--- config.mk ---
export PLATFORM = sky130hd
export DESIGN_NAME = switch
export DESIGN_NICKNAME = d
export VERILOG_FILES = /design/src/source/chiplet_pkg.sv /design/src/source/flit_fifos.sv /design/src/source/route_compute.sv /design/src/source/switch_control.sv /design/src/source/switch_allocator.sv /design/src/source/crossbar.sv /design/src/source/switch.sv
export VERILOG_INCLUDE_DIRS = /design/src /design/src/source
export SDC_FILE = /design/constraint.sdc
export NUM_CORES = 2
export LEC_CHECK = 0
export BUFFER_PORTS_ARGS = -buffer_cell sky130_fd_sc_hd__buf_2
export CORE_UTILIZATION = 29
export DETAILED_ROUTE_END_ITERATION = 10
export PLACE_DENSITY = 0.45
export SKIP_LAST_GASP = 1
export SLEW_MARGIN = 20
export SYNTH_ARGS = -nofsm -noshare
export SYNTH_HDL_FRONTEND = slang
export SYNTH_SLANG_ARGS = --single-unit
--- constraint.sdc ---
create_clock -name clk -period 4.1 [get_ports clk]
set_input_delay 0.41 -clock clk [delete_from_list [all_inputs] [get_ports clk]]
set_output_delay 0.41 -clock clk [all_outputs]
set_load 0.02 [all_outputs]
--- src/source/chiplet_defs.svh ---
`ifndef CHIPLET_DEFS_SVH
`define CHIPLET_DEFS_SVH

// Router geometry
`define SW_PORTS 4
`define SW_VCS 2
`define PORT_BITS 2

// Flit buffering
`define FIFO_DEPTH 8
`define FIFO_PTR_BITS 3
`define FIFO_CNT_BITS 4

// Flit and header fields
`define NODE_BITS 4
`define PKT_ID_BITS 4
`define LEN_BITS 7
`define SHORT_LEN_BITS 4
`define FMT_BITS 4
`define PAYLOAD_BITS 32
`define ROUTE_ENTRIES (1 << `NODE_BITS)

`endif

--- src/source/chiplet_pkg.sv ---
`default_nettype none

`include "chiplet_defs.svh"

package chiplet_pkg;

    typedef logic [`NODE_BITS-1:0] node_id_t;
    typedef logic [`PKT_ID_BITS-1:0] pkt_id_t;
    typedef logic [`PORT_BITS-1:0] port_sel_t;

    typedef enum logic [`FMT_BITS-1:0] {
        FMT_SHORT_READ  = 4'd0,
        FMT_SHORT_WRITE = 4'd1,
        FMT_LONG_READ   = 4'd2,
        FMT_LONG_WRITE  = 4'd3,
        FMT_MSG         = 4'd4
    } fmt_t;

    typedef struct packed {
        fmt_t                                                     fmt;
        node_id_t                                                 dest;
        logic [`PAYLOAD_BITS-`FMT_BITS-`NODE_BITS-`LEN_BITS-1:0] reserved;
        logic [`LEN_BITS-1:0]                                     length;
    } header_t;

    // Same 32 bits, header flit or data flit
    typedef union packed {
        header_t                  hdr;
        logic [`PAYLOAD_BITS-1:0] data;
    } payload_u;

    typedef struct packed {
        logic     vc;
        pkt_id_t  id;
        node_id_t req;     // Source node
        payload_u payload;
    } flit_t;

    typedef struct packed {
        logic      we;
        node_id_t  addr;
        port_sel_t port;
    } route_cfg_t;

endpackage

`default_nettype wire

--- src/source/flit_fifos.sv ---
`default_nettype none

`include "chiplet_defs.svh"

module flit_fifos (
    input  logic                                          clk,
    input  logic                                          n_rst,
    input  chiplet_pkg::flit_t [`SW_PORTS-1:0]            in,
    input  logic [`SW_PORTS-1:0]                          data_ready_in,
    input  logic [`SW_PORTS-1:0][`SW_VCS-1:0]             rd_en,
    output chiplet_pkg::flit_t [`SW_PORTS-1:0][`SW_VCS-1:0] head,
    output logic [`SW_PORTS-1:0][`SW_VCS-1:0]             empty,
    output logic [`SW_PORTS-1:0][`SW_VCS-1:0]             buffer_available
);

    for (genvar p = 0; p < `SW_PORTS; p++) begin : g_port
        for (genvar v = 0; v < `SW_VCS; v++) begin : g_vc
            chiplet_pkg::flit_t mem [`FIFO_DEPTH];
            logic [`FIFO_PTR_BITS-1:0] wr_ptr;
            logic [`FIFO_PTR_BITS-1:0] rd_ptr;
            logic [`FIFO_CNT_BITS-1:0] count;
            logic                      full;
            logic                      wr_en;
            logic                      rd_ok;

            assign full  = count == `FIFO_CNT_BITS'(`FIFO_DEPTH);
            assign wr_en = data_ready_in[p] && (in[p].vc == 1'(v)) && !full; // Drop when full
            assign rd_ok = rd_en[p][v] && (count != '0);

            always_ff @(posedge clk, negedge n_rst) begin
                if (!n_rst) begin
                    wr_ptr <= '0;
                    rd_ptr <= '0;
                    count  <= '0;
                end else begin
                    if (wr_en)
                        wr_ptr <= wr_ptr + 1'b1; // Wraps at depth
                    if (rd_ok)
                        rd_ptr <= rd_ptr + 1'b1;
                    case ({wr_en, rd_ok})
                        2'b10:   count <= count + 1'b1;
                        2'b01:   count <= count - 1'b1;
                        default: count <= count;
                    endcase
                end
            end

            always_ff @(posedge clk) begin
                if (wr_en)
                    mem[wr_ptr] <= in[p];
            end

            // First word fall through
            assign head[p][v]             = mem[rd_ptr];
            assign empty[p][v]            = count == '0;
            assign buffer_available[p][v] = !full;
        end
    end

endmodule

`default_nettype wire

--- src/source/route_compute.sv ---
`default_nettype none

`include "chiplet_defs.svh"

module route_compute (
    input  logic                                         clk,
    input  logic                                         n_rst,
    input  chiplet_pkg::route_cfg_t                      route_cfg,
    input  chiplet_pkg::flit_t [`SW_PORTS-1:0]           head_flit,
    output chiplet_pkg::port_sel_t [`SW_PORTS-1:0]       out_port,
    output logic [`SW_PORTS-1:0][`LEN_BITS-1:0]          data_len
);

    chiplet_pkg::port_sel_t route_table [`ROUTE_ENTRIES];

    always_ff @(posedge clk, negedge n_rst) begin
        if (!n_rst) begin
            for (int i = 0; i < `ROUTE_ENTRIES; i++)
                route_table[i] <= '0;
        end else if (route_cfg.we) begin
            route_table[route_cfg.addr] <= route_cfg.port;
        end
    end

    // Only meaningful while a header sits at the head
    always_comb begin
        chiplet_pkg::header_t hdr;
        for (int p = 0; p < `SW_PORTS; p++) begin
            hdr         = head_flit[p].payload.hdr;
            out_port[p] = route_table[hdr.dest];
            case (hdr.fmt)
                chiplet_pkg::FMT_SHORT_READ,
                chiplet_pkg::FMT_SHORT_WRITE: begin
                    data_len[p] = {{(`LEN_BITS-`SHORT_LEN_BITS){1'b0}},
                                   hdr.length[`SHORT_LEN_BITS-1:0]};
                end
                chiplet_pkg::FMT_LONG_READ,
                chiplet_pkg::FMT_LONG_WRITE: begin
                    data_len[p] = hdr.length;
                end
                default: begin
                    data_len[p] = '0; // Message, header only
                end
            endcase
        end
    end

endmodule

`default_nettype wire

--- src/source/switch_control.sv ---
`default_nettype none

`include "chiplet_defs.svh"

module switch_control (
    input  logic                                              clk,
    input  logic                                              n_rst,
    input  chiplet_pkg::flit_t [`SW_PORTS-1:0][`SW_VCS-1:0]   head,
    input  logic [`SW_PORTS-1:0][`SW_VCS-1:0]                 empty,
    input  chiplet_pkg::port_sel_t [`SW_PORTS-1:0]            out_port,
    input  logic [`SW_PORTS-1:0][`LEN_BITS-1:0]               data_len,
    input  logic [`SW_PORTS-1:0][`SW_PORTS-1:0]               grant,
    output logic [`SW_PORTS-1:0][`SW_VCS-1:0]                 rd_en,
    output chiplet_pkg::flit_t [`SW_PORTS-1:0]                head_flit,
    output logic [`SW_PORTS-1:0]                              req_valid,
    output chiplet_pkg::port_sel_t [`SW_PORTS-1:0]            req_port,
    output logic [`SW_PORTS-1:0]                              pkt_release,
    output logic [`SW_PORTS-1:0]                              read_fire
);

    typedef enum logic [1:0] {
        ST_IDLE,
        ST_REQ,
        ST_SEND
    } state_t;

    state_t [`SW_PORTS-1:0]                state;
    logic [`SW_PORTS-1:0]                  vc_sel;
    logic [`SW_PORTS-1:0]                  at_hdr;     // Next read is the header
    logic [`SW_PORTS-1:0][`LEN_BITS-1:0]   remaining;
    logic [`SW_PORTS-1:0]                  sel_empty;
    logic [`SW_PORTS-1:0]                  other_empty;
    logic [`SW_PORTS-1:0]                  granted;

    always_comb begin
        rd_en = '0;
        for (int p = 0; p < `SW_PORTS; p++) begin
            sel_empty[p]   = empty[p][vc_sel[p]];
            other_empty[p] = empty[p][!vc_sel[p]];
            head_flit[p]   = head[p][vc_sel[p]];

            req_valid[p] = (state[p] == ST_IDLE || state[p] == ST_REQ) && !sel_empty[p];
            req_port[p]  = out_port[p];
            granted[p]   = req_valid[p] && grant[out_port[p]][p];

            // Stall on an empty FIFO, the output sees a bubble
            read_fire[p]         = (state[p] == ST_SEND) && !sel_empty[p];
            rd_en[p][vc_sel[p]]  = read_fire[p];

            pkt_release[p] = read_fire[p] &&
                             (at_hdr[p] ? data_len[p] == '0 : remaining[p] == `LEN_BITS'(1));
        end
    end

    always_ff @(posedge clk, negedge n_rst) begin
        if (!n_rst) begin
            for (int p = 0; p < `SW_PORTS; p++) begin
                state[p]     <= ST_IDLE;
                vc_sel[p]    <= 1'b0;
                at_hdr[p]    <= 1'b0;
                remaining[p] <= '0;
            end
        end else begin
            for (int p = 0; p < `SW_PORTS; p++) begin
                case (state[p])
                    ST_IDLE: begin
                        if (granted[p]) begin
                            state[p]  <= ST_SEND;
                            at_hdr[p] <= 1'b1;
                        end else if (req_valid[p]) begin
                            state[p] <= ST_REQ;
                        end else if (!other_empty[p]) begin
                            vc_sel[p] <= !vc_sel[p]; // Nothing here, try the other VC
                        end
                    end
                    ST_REQ: begin
                        if (granted[p]) begin
                            state[p]  <= ST_SEND;
                            at_hdr[p] <= 1'b1;
                        end
                    end
                    default: begin
                        if (read_fire[p]) begin
                            if (at_hdr[p]) begin
                                remaining[p] <= data_len[p];
                                at_hdr[p]    <= 1'b0;
                            end else begin
                                remaining[p] <= remaining[p] - 1'b1;
                            end
                        end
                        if (pkt_release[p]) begin
                            state[p] <= ST_IDLE;
                            if (!other_empty[p])
                                vc_sel[p] <= !vc_sel[p];
                        end
                    end
                endcase
            end
        end
    end

endmodule

`default_nettype wire

--- src/source/switch_allocator.sv ---
`default_nettype none

`include "chiplet_defs.svh"

module switch_allocator (
    input  logic                                       clk,
    input  logic                                       n_rst,
    input  logic [`SW_PORTS-1:0]                       req_valid,
    input  chiplet_pkg::port_sel_t [`SW_PORTS-1:0]     req_port,
    input  logic [`SW_PORTS-1:0]                       pkt_release,
    output logic [`SW_PORTS-1:0][`SW_PORTS-1:0]        grant
);

    logic [`SW_PORTS-1:0]                    busy;
    chiplet_pkg::port_sel_t [`SW_PORTS-1:0]  owner;
    chiplet_pkg::port_sel_t [`SW_PORTS-1:0]  ptr;     // Highest priority input
    logic [`SW_PORTS-1:0][`SW_PORTS-1:0]     reqs;
    logic [`SW_PORTS-1:0]                    found;
    chiplet_pkg::port_sel_t [`SW_PORTS-1:0]  winner;

    always_comb begin
        chiplet_pkg::port_sel_t idx;
        for (int o = 0; o < `SW_PORTS; o++) begin
            for (int i = 0; i < `SW_PORTS; i++)
                reqs[o][i] = req_valid[i] && (req_port[i] == chiplet_pkg::port_sel_t'(o));

            found[o]  = 1'b0;
            winner[o] = ptr[o];
            for (int k = 0; k < `SW_PORTS; k++) begin
                idx = ptr[o] + chiplet_pkg::port_sel_t'(k);
                if (!found[o] && reqs[o][idx]) begin
                    found[o]  = 1'b1;
                    winner[o] = idx;
                end
            end

            // Owner keeps the output until its release
            grant[o] = '0;
            if (busy[o])
                grant[o][owner[o]] = 1'b1;
            else if (found[o])
                grant[o][winner[o]] = 1'b1;
        end
    end

    always_ff @(posedge clk, negedge n_rst) begin
        if (!n_rst) begin
            busy  <= '0;
            owner <= '0;
            ptr   <= '0;
        end else begin
            for (int o = 0; o < `SW_PORTS; o++) begin
                if (!busy[o] && found[o]) begin
                    busy[o]  <= 1'b1;
                    owner[o] <= winner[o];
                    ptr[o]   <= winner[o] + 1'b1;
                end else if (busy[o] && pkt_release[owner[o]]) begin
                    busy[o] <= 1'b0;
                end
            end
        end
    end

endmodule

`default_nettype wire

--- src/source/crossbar.sv ---
`default_nettype none

`include "chiplet_defs.svh"

module crossbar (
    input  logic                                   clk,
    input  logic                                   n_rst,
    input  chiplet_pkg::flit_t [`SW_PORTS-1:0]     in_flits,
    input  logic [`SW_PORTS-1:0]                   read_fire,
    input  logic [`SW_PORTS-1:0][`SW_PORTS-1:0]    grant,
    output chiplet_pkg::flit_t [`SW_PORTS-1:0]     out,
    output logic [`SW_PORTS-1:0]                   data_ready_out
);

    chiplet_pkg::flit_t [`SW_PORTS-1:0]   flit_q;   // Flits popped last edge
    logic [`SW_PORTS-1:0]                 fire_q;
    logic [`SW_PORTS-1:0][`SW_PORTS-1:0]  grant_q;
    chiplet_pkg::flit_t [`SW_PORTS-1:0]   nxt_flit;
    logic [`SW_PORTS-1:0]                 nxt_valid;

    always_comb begin
        for (int o = 0; o < `SW_PORTS; o++) begin
            nxt_flit[o]  = '0;
            nxt_valid[o] = 1'b0;
            for (int i = 0; i < `SW_PORTS; i++) begin
                if (grant_q[o][i]) begin
                    nxt_flit[o]  = flit_q[i];
                    nxt_valid[o] = fire_q[i];
                end
            end
        end
    end

    always_ff @(posedge clk, negedge n_rst) begin
        if (!n_rst) begin
            fire_q         <= '0;
            grant_q        <= '0;
            data_ready_out <= '0;
        end else begin
            fire_q         <= read_fire;
            grant_q        <= grant;
            data_ready_out <= nxt_valid;
        end
    end

    always_ff @(posedge clk) begin
        flit_q <= in_flits;
        out    <= nxt_flit;
    end

endmodule

`default_nettype wire

--- src/source/switch.sv ---
`default_nettype none

`include "chiplet_defs.svh"

module switch (
    input  logic                                        clk,
    input  logic                                        n_rst,
    input  chiplet_pkg::flit_t [`SW_PORTS-1:0]          in,
    input  logic [`SW_PORTS-1:0]                        data_ready_in,
    input  chiplet_pkg::route_cfg_t                     route_cfg,
    output chiplet_pkg::flit_t [`SW_PORTS-1:0]          out,
    output logic [`SW_PORTS-1:0]                        data_ready_out,
    output logic [`SW_PORTS-1:0][`SW_VCS-1:0]           buffer_available
);

    chiplet_pkg::flit_t [`SW_PORTS-1:0][`SW_VCS-1:0]  head;
    logic [`SW_PORTS-1:0][`SW_VCS-1:0]                empty;
    logic [`SW_PORTS-1:0][`SW_VCS-1:0]                rd_en;
    chiplet_pkg::flit_t [`SW_PORTS-1:0]               head_flit;  // Selected VC per input
    chiplet_pkg::port_sel_t [`SW_PORTS-1:0]           out_port;
    logic [`SW_PORTS-1:0][`LEN_BITS-1:0]              data_len;
    logic [`SW_PORTS-1:0]                             req_valid;
    chiplet_pkg::port_sel_t [`SW_PORTS-1:0]           req_port;
    logic [`SW_PORTS-1:0]                             pkt_release;
    logic [`SW_PORTS-1:0]                             read_fire;
    logic [`SW_PORTS-1:0][`SW_PORTS-1:0]              grant;      // [output][input]

    flit_fifos fifos_i (
        .clk              (clk),
        .n_rst            (n_rst),
        .in               (in),
        .data_ready_in    (data_ready_in),
        .rd_en            (rd_en),
        .head             (head),
        .empty            (empty),
        .buffer_available (buffer_available)
    );

    route_compute route_i (
        .clk       (clk),
        .n_rst     (n_rst),
        .route_cfg (route_cfg),
        .head_flit (head_flit),
        .out_port  (out_port),
        .data_len  (data_len)
    );

    switch_control control_i (
        .clk         (clk),
        .n_rst       (n_rst),
        .head        (head),
        .empty       (empty),
        .out_port    (out_port),
        .data_len    (data_len),
        .grant       (grant),
        .rd_en       (rd_en),
        .head_flit   (head_flit),
        .req_valid   (req_valid),
        .req_port    (req_port),
        .pkt_release (pkt_release),
        .read_fire   (read_fire)
    );

    switch_allocator alloc_i (
        .clk         (clk),
        .n_rst       (n_rst),
        .req_valid   (req_valid),
        .req_port    (req_port),
        .pkt_release (pkt_release),
        .grant       (grant)
    );

    // The flit being read is the selected head
    crossbar xbar_i (
        .clk            (clk),
        .n_rst          (n_rst),
        .in_flits       (head_flit),
        .read_fire      (read_fire),
        .grant          (grant),
        .out            (out),
        .data_ready_out (data_ready_out)
    );

endmodule

`default_nettype wire

After elaboration in Yosys (flattened, before gate mapping). Memories as Yosys holds them, arrays and structs flattened. Cells that the tools add are included. Widths: inputs -> output; s select.

Bits in registers: 528. RAM bits: 2624. Bits of input ports: 177. Output and inout port bits: 176. Logic and storage cells: 805. Memories kept: 8.

Add/subtract/negate cells: 52. $lt $le $gt $ge: 54. Eq/ne operators: 80. Mux-type cells: 275. Bitwise gates (word level): 21. Reductions and logical operators: 209.

Memories: fifos_i.g_port[0].g_vc[0].mem (depth 8, width 41, read ports 1, clocked after memory_dff 0, wr ports 1, line flit_fifos.sv:18) `` chiplet_pkg::flit_t mem [`FIFO_DEPTH]; ``; fifos_i.g_port[0].g_vc[1].mem (depth 8, width 41, read ports 1, clocked after memory_dff 0, wr ports 1, line flit_fifos.sv:18); fifos_i.g_port[1].g_vc[0].mem (depth 8, width 41, read ports 1, clocked after memory_dff 0, wr ports 1, line flit_fifos.sv:18); fifos_i.g_port[1].g_vc[1].mem (depth 8, width 41, read ports 1, clocked after memory_dff 0, wr ports 1, line flit_fifos.sv:18); fifos_i.g_port[2].g_vc[0].mem (depth 8, width 41, read ports 1, clocked after memory_dff 0, wr ports 1, line flit_fifos.sv:18); fifos_i.g_port[2].g_vc[1].mem (depth 8, width 41, read ports 1, clocked after memory_dff 0, wr ports 1, line flit_fifos.sv:18); +2 memories.

Operator list (count): $mux 41 (24); $mux 1 (137); $logic_and 1x1->1 (89); $lt 2x3->1 const B (28); $mux 2 (38); $pmux 4 s2 (8); $pmux 7 s2 (4); $add 3x1->3 const B (16); $logic_not 4->1 (12); $bmux 1 s2 (20); $eq 2x2->1 const B (20); $reduce_bool 2->1 (20); $mux 4 (9); $add 4x1->4 const B (8); $bmux 2 s4 (4); $bmux 4 s2 (4); $bwmux 32 (1); $eq 2x1->1 const B (16); $eq 4x2->1 const B (8); $eq 4x4->1 const B (8); $logic_not 1->1 (32); $reduce_bool 4->1 (8); $sub 4x1->4 const B (8); $eq 7x1->1 const B (4); 30 further kinds (165).

Logic depth before layout (Yosys ltp). An unclocked memory read counts as a cell.

Depth in word-level cells: 32. Mapped depth: 22. Gate-level depth less buffers: 18.

Hierarchy. A second synthesis with hierarchy kept.

Cell total of the unflattened synthesis: 6284. Area, all modules: 125196.3 um2.

Modules (own cells, without submodules): flit_fifos (instances 1, cells each 4332, area each 103778.3 um2, sequential area each 80797.5 um2); crossbar (instances 1, cells each 1019, area each 12174.2 um2, sequential area each 7166.9 um2); switch_control (instances 1, cells each 526, area each 4828.4 um2, sequential area each 1101.1 um2); route_compute (instances 1, cells each 206, area each 2590.0 um2, sequential area each 800.8 um2); switch_allocator (instances 1, cells each 201, area each 1825.5 um2, sequential area each 500.5 um2).

Worst setup path before layout. OpenSTA, ideal clock, no wires.

Path kind: flip-flop to flip-flop. Start: reg fifos_i.g_port[2].g_vc[1].rd_ptr[1]. End: reg control_i.state[0] (netlist name). Setup time: 0.119 ns. Data arrival time: 4.396 ns. Required time: 3.981 ns. Path slack: -0.415 ns. Cell stages (with the launch flop): 16. Path buffers: 1. Period minus slack after synthesis: 4.515 ns. Cells stage by stage: dfrtp_1 > buf_2 > mux4_2 > mux2_2 > mux2i_4 > mux4_2 > a22oi_1 > nand3_1 > nand3_1 > nor2_1 > o41ai_1 > ha_1 > o311ai_1 > a221o_1 > a211o_1 > o21a_1.

Word-level cells in the longest chain between the ends: 32. Elaborated cells on any way between the ends: 135. Those cells by class: order compare: 8; eq/ne: 5; mux: 85; bitwise: 1; reduce/logical: 35; memory: 1.

Ends and longest elaborated chain: from (decl) (line flit_fifos.sv:20) `` logic [`FIFO_PTR_BITS-1:0] rd_ptr; ``; from (signal assigned) (line flit_fifos.sv:39) `rd_ptr <= rd_ptr + 1'b1;`; $mem_v2 8x41 *; $mux 41 (implied by the code) * (2 in series) (line switch_control.sv:40) `head_flit[p] = head[p][vc_sel[p]];`; $not 4->5 (implied by the code) * (line route_compute.sv:30) `out_port[p] = route_table[hdr.dest];`; $bmux 2 s4 * (line route_compute.sv:30); $mux 2 (implied by the code) * (2 in series) (line route_compute.sv:30); $eq 2x1->1, or another cell as far along (line switch_allocator.sv:25) `reqs[o][i] = req_valid[i] && (req_port[i] == chiplet_pkg::port_sel_t'(o));`; $logic_and 1x1->1 (line switch_allocator.sv:25); $bmux 1 s2 (line switch_allocator.sv:31) `if (!found[o] && reqs[o][idx]) begin`; (+14 left out); $demux 1 s2; $mux 4 (line switch_allocator.sv:41) `else if (found[o])`; $mux 4 (line switch_allocator.sv:39) `if (busy[o])`; $bmux 4 s2 * (line switch_control.sv:44) `granted[p] = req_valid[p] && grant[out_port[p]][p];`; $mux 1 (implied by the code) * (line switch_control.sv:44); $logic_and 1x1->1 * (line switch_control.sv:44); $ne 3x1->1 (no source line), or another cell as far along; $reduce_and 3->1 (no source line) / $pmux 2 s2 (equally long branches); to (signal, indexed assignment) (line switch_control.sv:58) `state[p] <= ST_IDLE;`; to (signal, indexed assignment) (line switch_control.sv:68) `state[p] <= ST_SEND;`; to (signal, indexed assignment) (line switch_control.sv:71) `state[p] <= ST_REQ;`; to (decl) (line switch_control.sv:27) `` state_t [`SW_PORTS-1:0] state; ``.

Every way passes the cells marked *; elsewhere a longest branch is shown, timed or not. The select of a mux whose other input is x is not followed. A chain may end at the register's enable or synchronous reset.

Worst setup path in the final report. Ends and elaborated chain as after synthesis.

==> out/summary.log <==
qor: synthesis.synth_fp_nets 7,415
qor: synthesis.syn-mean-instance-area 17.36 um^2
qor: route.vias 70,480
qor: flow_run.drv_cap 0
qor: placed_design.place.port_buffers 352
qor: power.leak_pwr 50.89 nW
qor: clocking.ctsLongestPathBuffers 4
qor: route.firstDrtPassIters 6
qor: status.status complete, but fails checks
qor: worst_hold_path.worst_hold_path_type in2async
qor: critical_path.max_stage_delay 520 ps
qor: global_route.initial_antenna_violation_count 94
qor: synthesis.synth-simple-area-share 4.583%
qor: route.route.top_layer_used met5
qor: synthesis.netlist_area 124,400 um^2
qor: clocking.cts_tree yes
qor: critical_path.critPathRequiredTime 4930 ps
qor: synthesis.ys_ff_latch 3,152
qor: critical_path.regToRegStartpoint fifos_i.g_port[2].g_vc[1].rd_ptr[1]$_DFFE_PN0P_
qor: power.power.clock.fraction 26.0%
qor: placed_design.dpl.hpwl 257.0 mm
qor: placed_design.globalplace.congestion 0.8875
qor: power.power_density 803.5 nW/um^2
qor: critical_path.crit_path_top_delay_cell sky130_fd_sc_hd__mux4_2
qor: clocking.worst_skew_pair.late_latency 960 ps
qor: floorplan.core_area 427,300 um^2
qor: global_route.globalRouteOverflowTotal 0
qor: critical_path.cp_max_fo 5
qor: critical_path.critPathArrivalTime 5310 ps
qor: power.worst_vdd_ir 0.4802 mV
qor: critical_path.crit_path_start_kind flip-flop
qor: route.drt_wl_total 399.2 mm
qor: sta.slew-limit-headroom 23.20%
qor: floorplan.start_util 29.11%
qor: power.internal_power_summed_over_all_cells 76.87 mW
qor: placed_design.detailedPlace.worstSlack -496.4 ps
qor: synthesis.synth_top_area_cell sky130_fd_sc_hd__edfxtp_1
qor: synthesis.netlist_instances 7,166
qor: layout.finish.utilization 35.52%
qor: synthesis.yosys.area_share.adder 0.7724%
qor: route.wl_met1 170.2 mm
qor: sta.finalHoldViolCount 0
qor: global_route.grt_pass1_vias 72,130
qor: route.post_drt_via_cell_ratio 4.946
qor: global_route.grt_start_max_net_pins 71
qor: synthesis.count_of_flip_flops_with_a_built_in_enable_after_synthesis 2,624
qor: clocking.clock_sinks 3,152
qor: synthesis.synth_warnings 0
qor: status.violations setup timing
qor: clocking.cts.root.buffer_cell sky130_fd_sc_hd__clkbuf_16
qor: critical_path.crit_start fifos_i.g_port[2].g_vc[1].rd_ptr[1]$_DFFE_PN0P_
qor: sta.achievable-frequency 223.3 MHz
qor: clocking.cts.clk_slew.worst_paths 60 ps
qor: synthesis.synthDistinctLibCells 85
qor: synthesis.combinational_family_with_the_most_area_after_synthesis multiplexers
qor: floorplan.rows 240
qor: synthesis.synth_compound_gate_area_share 5.654%
qor: layout.drive_gt1_share 28.33%
qor: sta.period_needed 4478 ps
qor: sta.tightest_slew 1152 ps
qor: clocking.cts_made_buffers 354
qor: floorplan.die-height 657.0 um
qor: layout.synthToLayoutAreaGrowth 22.00%
qor: synthesis.synth_async_sr_flop_share 6.345%
qor: sta.min_period_over_period 109.2%
qor: synthesis.xor_xnor_cell_area_share_of_the_yosys_netlist 0.4506%
qor: floorplan.die_w 657.0 um
qor: power.p_comb_share 37.5%
qor: sta.holdWs 106.1 ps
qor: power.totalPowerFinal 121.9 mW
qor: synthesis.yosysSeqAreaShare 72.64%
qor: floorplan.io_pins 353
qor: route.met2_length 193.7 mm
qor: synthesis.synth-main-ff-cell sky130_fd_sc_hd__edfxtp_1
qor: layout.final_nets 8,442
qor: floorplan.dieArea 431,600 um^2
qor: synthesis.synth.top_cells.by_area sky130_fd_sc_hd__edfxtp_1 63%, sky130_fd_sc_hd__mux4_2 12%, sky130_fd_sc_hd__dfxtp_1 5.3%
qor: sta.skew 74.50 ps
qor: synthesis.yosys.area.top_type_share 63.34%
qor: route.initialDrtViolationCount 5,882
qor: global_route.grt_util_all_layers 18.05%
qor: sta.finalSetupViolCount 15
qor: sta.layout_setup_ws -377.7 ps
qor: route.wire_per_inst 28.02 um
qor: critical_path.worst_setup_path_end_kind flip-flop
qor: critical_path.critPathKind reg2reg
qor: route.met3_wirelength 19.97 mm
qor: sta.setup_repair_after_global_routing_missed_its_margin yes
qor: route.detail-route-antenna-nets 0
qor: sta.final_max_slew_viol_count 0
qor: power.power_frac_seq 36.5%
qor: synthesis.synthMuxAreaShare 14.28%
qor: global_route.grt_pass1_wl 557.8 mm
qor: critical_path.crit_path_cell_trace mux4_2 > mux2_4 > mux2i_4 > buf_6 > mux4_2 > a22oi_2 > and3_4 > nand3_4 > buf_6 > nor2_2 > o21bai_1 > nand2_1 > or2_4 > ha_4 > o311ai_4 > a221o_1 > a211o_1 > o21a_1
qor: route.drc 0
qor: power.switchingPower 45.07 mW
qor: power.swShare 36.96%
qor: clocking.cts_max_level 5
-- cells in the final DEF, fill, tap and decap left out, types with 84 or more instances in the layout --
cell type	count
sky130_fd_sc_hd__buf_4	454
sky130_fd_sc_hd__clkbuf_16	367
sky130_fd_sc_hd__dfrtp_1	158
sky130_fd_sc_hd__a211oi_1	144
sky130_fd_sc_hd__inv_1	100
sky130_fd_sc_hd__clkbuf_1	84
sky130_fd_sc_hd__nor2_1	384
sky130_fd_sc_hd__buf_2	351
sky130_fd_sc_hd__nand2_1	415
sky130_fd_sc_hd__mux4_2	659
sky130_fd_sc_hd__o21ai_0	258
sky130_fd_sc_hd__dlygate4sd3_1	179
sky130_fd_sc_hd__a21oi_1	481
sky130_fd_sc_hd__edfxtp_1	2624
sky130_fd_sc_hd__nor2b_1	153
sky130_fd_sc_hd__mux2i_1	195
sky130_fd_sc_hd__dfxtp_1	328
-- per-stage QoR --
step | instance area, um^2 | instances | setup TNS [ps]
after floorplan | 124600 | 7166 | -330.2
after global placement | 137000 | 13320 | -5236
after detailed placement | 137000 | 13320 | -6188
after CTS | 150900 | 14160 | -3037
after global routing | 151700 | 14230 | -5205
final | 151800 | 14250 | -3077
-- metal layers --
layer / track usage [%] / vias to the layer above
met5: 0 / -
met4: 5.959 / 32
met3: 2.742 / 620
met2: 30.32 / 2015
met1: 23.92 / 37350
li1: - / 30460
-- kinds of logic after synthesis --
kind of cell / after synthesis
adders and majority gates: 72
muxes: 936
xor gates and xnor gates: 64
and+or+nand+nor: 1258
AOI/OAI and AO/OA: 1174
DFF: 3152
buffers and inverters: 510
-- Yosys cell counts, types with 51 or more instances --
master and number:
sky130_fd_sc_hd__nand2_1 418, sky130_fd_sc_hd__a22oi_1 73, sky130_fd_sc_hd__nand2b_1 51, sky130_fd_sc_hd__nor3_1 61
sky130_fd_sc_hd__mux2i_1 199, sky130_fd_sc_hd__a21oi_1 494, sky130_fd_sc_hd__mux4_2 657, sky130_fd_sc_hd__edfxtp_1 2624
sky130_fd_sc_hd__nor2_1 444, sky130_fd_sc_hd__dfxtp_1 328, sky130_fd_sc_hd__clkbuf_1 247, sky130_fd_sc_hd__o21ai_0 273
sky130_fd_sc_hd__mux2_2 73, sky130_fd_sc_hd__ha_1 64, sky130_fd_sc_hd__a211oi_1 151, sky130_fd_sc_hd__buf_1 110
sky130_fd_sc_hd__dfrtp_1 200, sky130_fd_sc_hd__inv_1 104, sky130_fd_sc_hd__nor2b_1 154
-- power by group through the flow --
stage	logic (mW)	registers (mW)	clock network, mW
2_1_floorplan	24.1	42.8	0
3_3_place_gp	43.3	44.9	0
3_5_place_dp	43.5	45.1	0
4_1_cts	44.7	44.5	32.5
5_1_grt	48.9	44.9	33.7
6_report	45.7	44.5	31.7
-- repair_timing --
item	4_1_cts	5_1_grt
gates cloned	0	2
buffers inserted	9	19
pin swaps	18	50
hold buffers	179	0
endpoints found under the setup margin	29	35
endpoints found under the hold margin	2870	0
resized for setup	62	126
-- registers in the layout, indices dropped and copies added, names as in the netlist, 8 cells and up --
name and flops:
alloc_i.owner 8, xbar_i.flit_q 164, xbar_i.grant_q 16, xbar_i.out 164
alloc_i.ptr 8, fifos_i.g_port.g_vc.count 32, fifos_i.g_port.g_vc.mem 2624, control_i.remaining 28
control_i.state 8, fifos_i.g_port.g_vc.rd_ptr 24, fifos_i.g_port.g_vc.wr_ptr 24, route_i.route_table 32
-- area by class of cell --
| cell class | instances | area, um^2 |
|---|---|---|
| Fill cell | 40150 | 275500 |
| Sequential cell | 3152 | 90510 |
| Multi-Input combinational cell | 3504 | 33350 |
| Clock buffer | 483 | 9892 |
| Timing Repair Buffer | 1073 | 8512 |
| Tap cell | 5687 | 7116 |
| Clock inverter | 176 | 1799 |
| Inverter | 108 | 417.9 |
| Antenna cell | 66 | 165.2 |
-- critical path, delay by kind of cell, from the launching register on --
family / cells / cell delay [ps]
compound gates: 6 / 1290
fa+ha+maj: 1 / 130
buf+inv: 2 / 270
simple gates: 5 / 640
mux: 4 / 1560
flops: 1 / 460
-- worst paths after layout --
check,slack (ps),depth (start not counted),to
worst max-delay path,-380,18,control_i.state[0]$_DFFE_PN0P_
worst min-delay path,110,2,control_i.remaining[25]$_DFFE_PN0P_
worst max register to register,-380,18,control_i.state[0]$_DFFE_PN0P_
worst min register to register,460,2,xbar_i.out[1]$_DFF_P_
max in group asynchronous,2960,3,fifos_i.g_port[2].g_vc[1].rd_ptr[2]$_DFFE_PN0P_
min in group clk,130,4,fifos_i.g_port[1].g_vc[0].wr_ptr[2]$_DFFE_PN0P_
No activity file was read; power rests on OpenSTA's default activity.
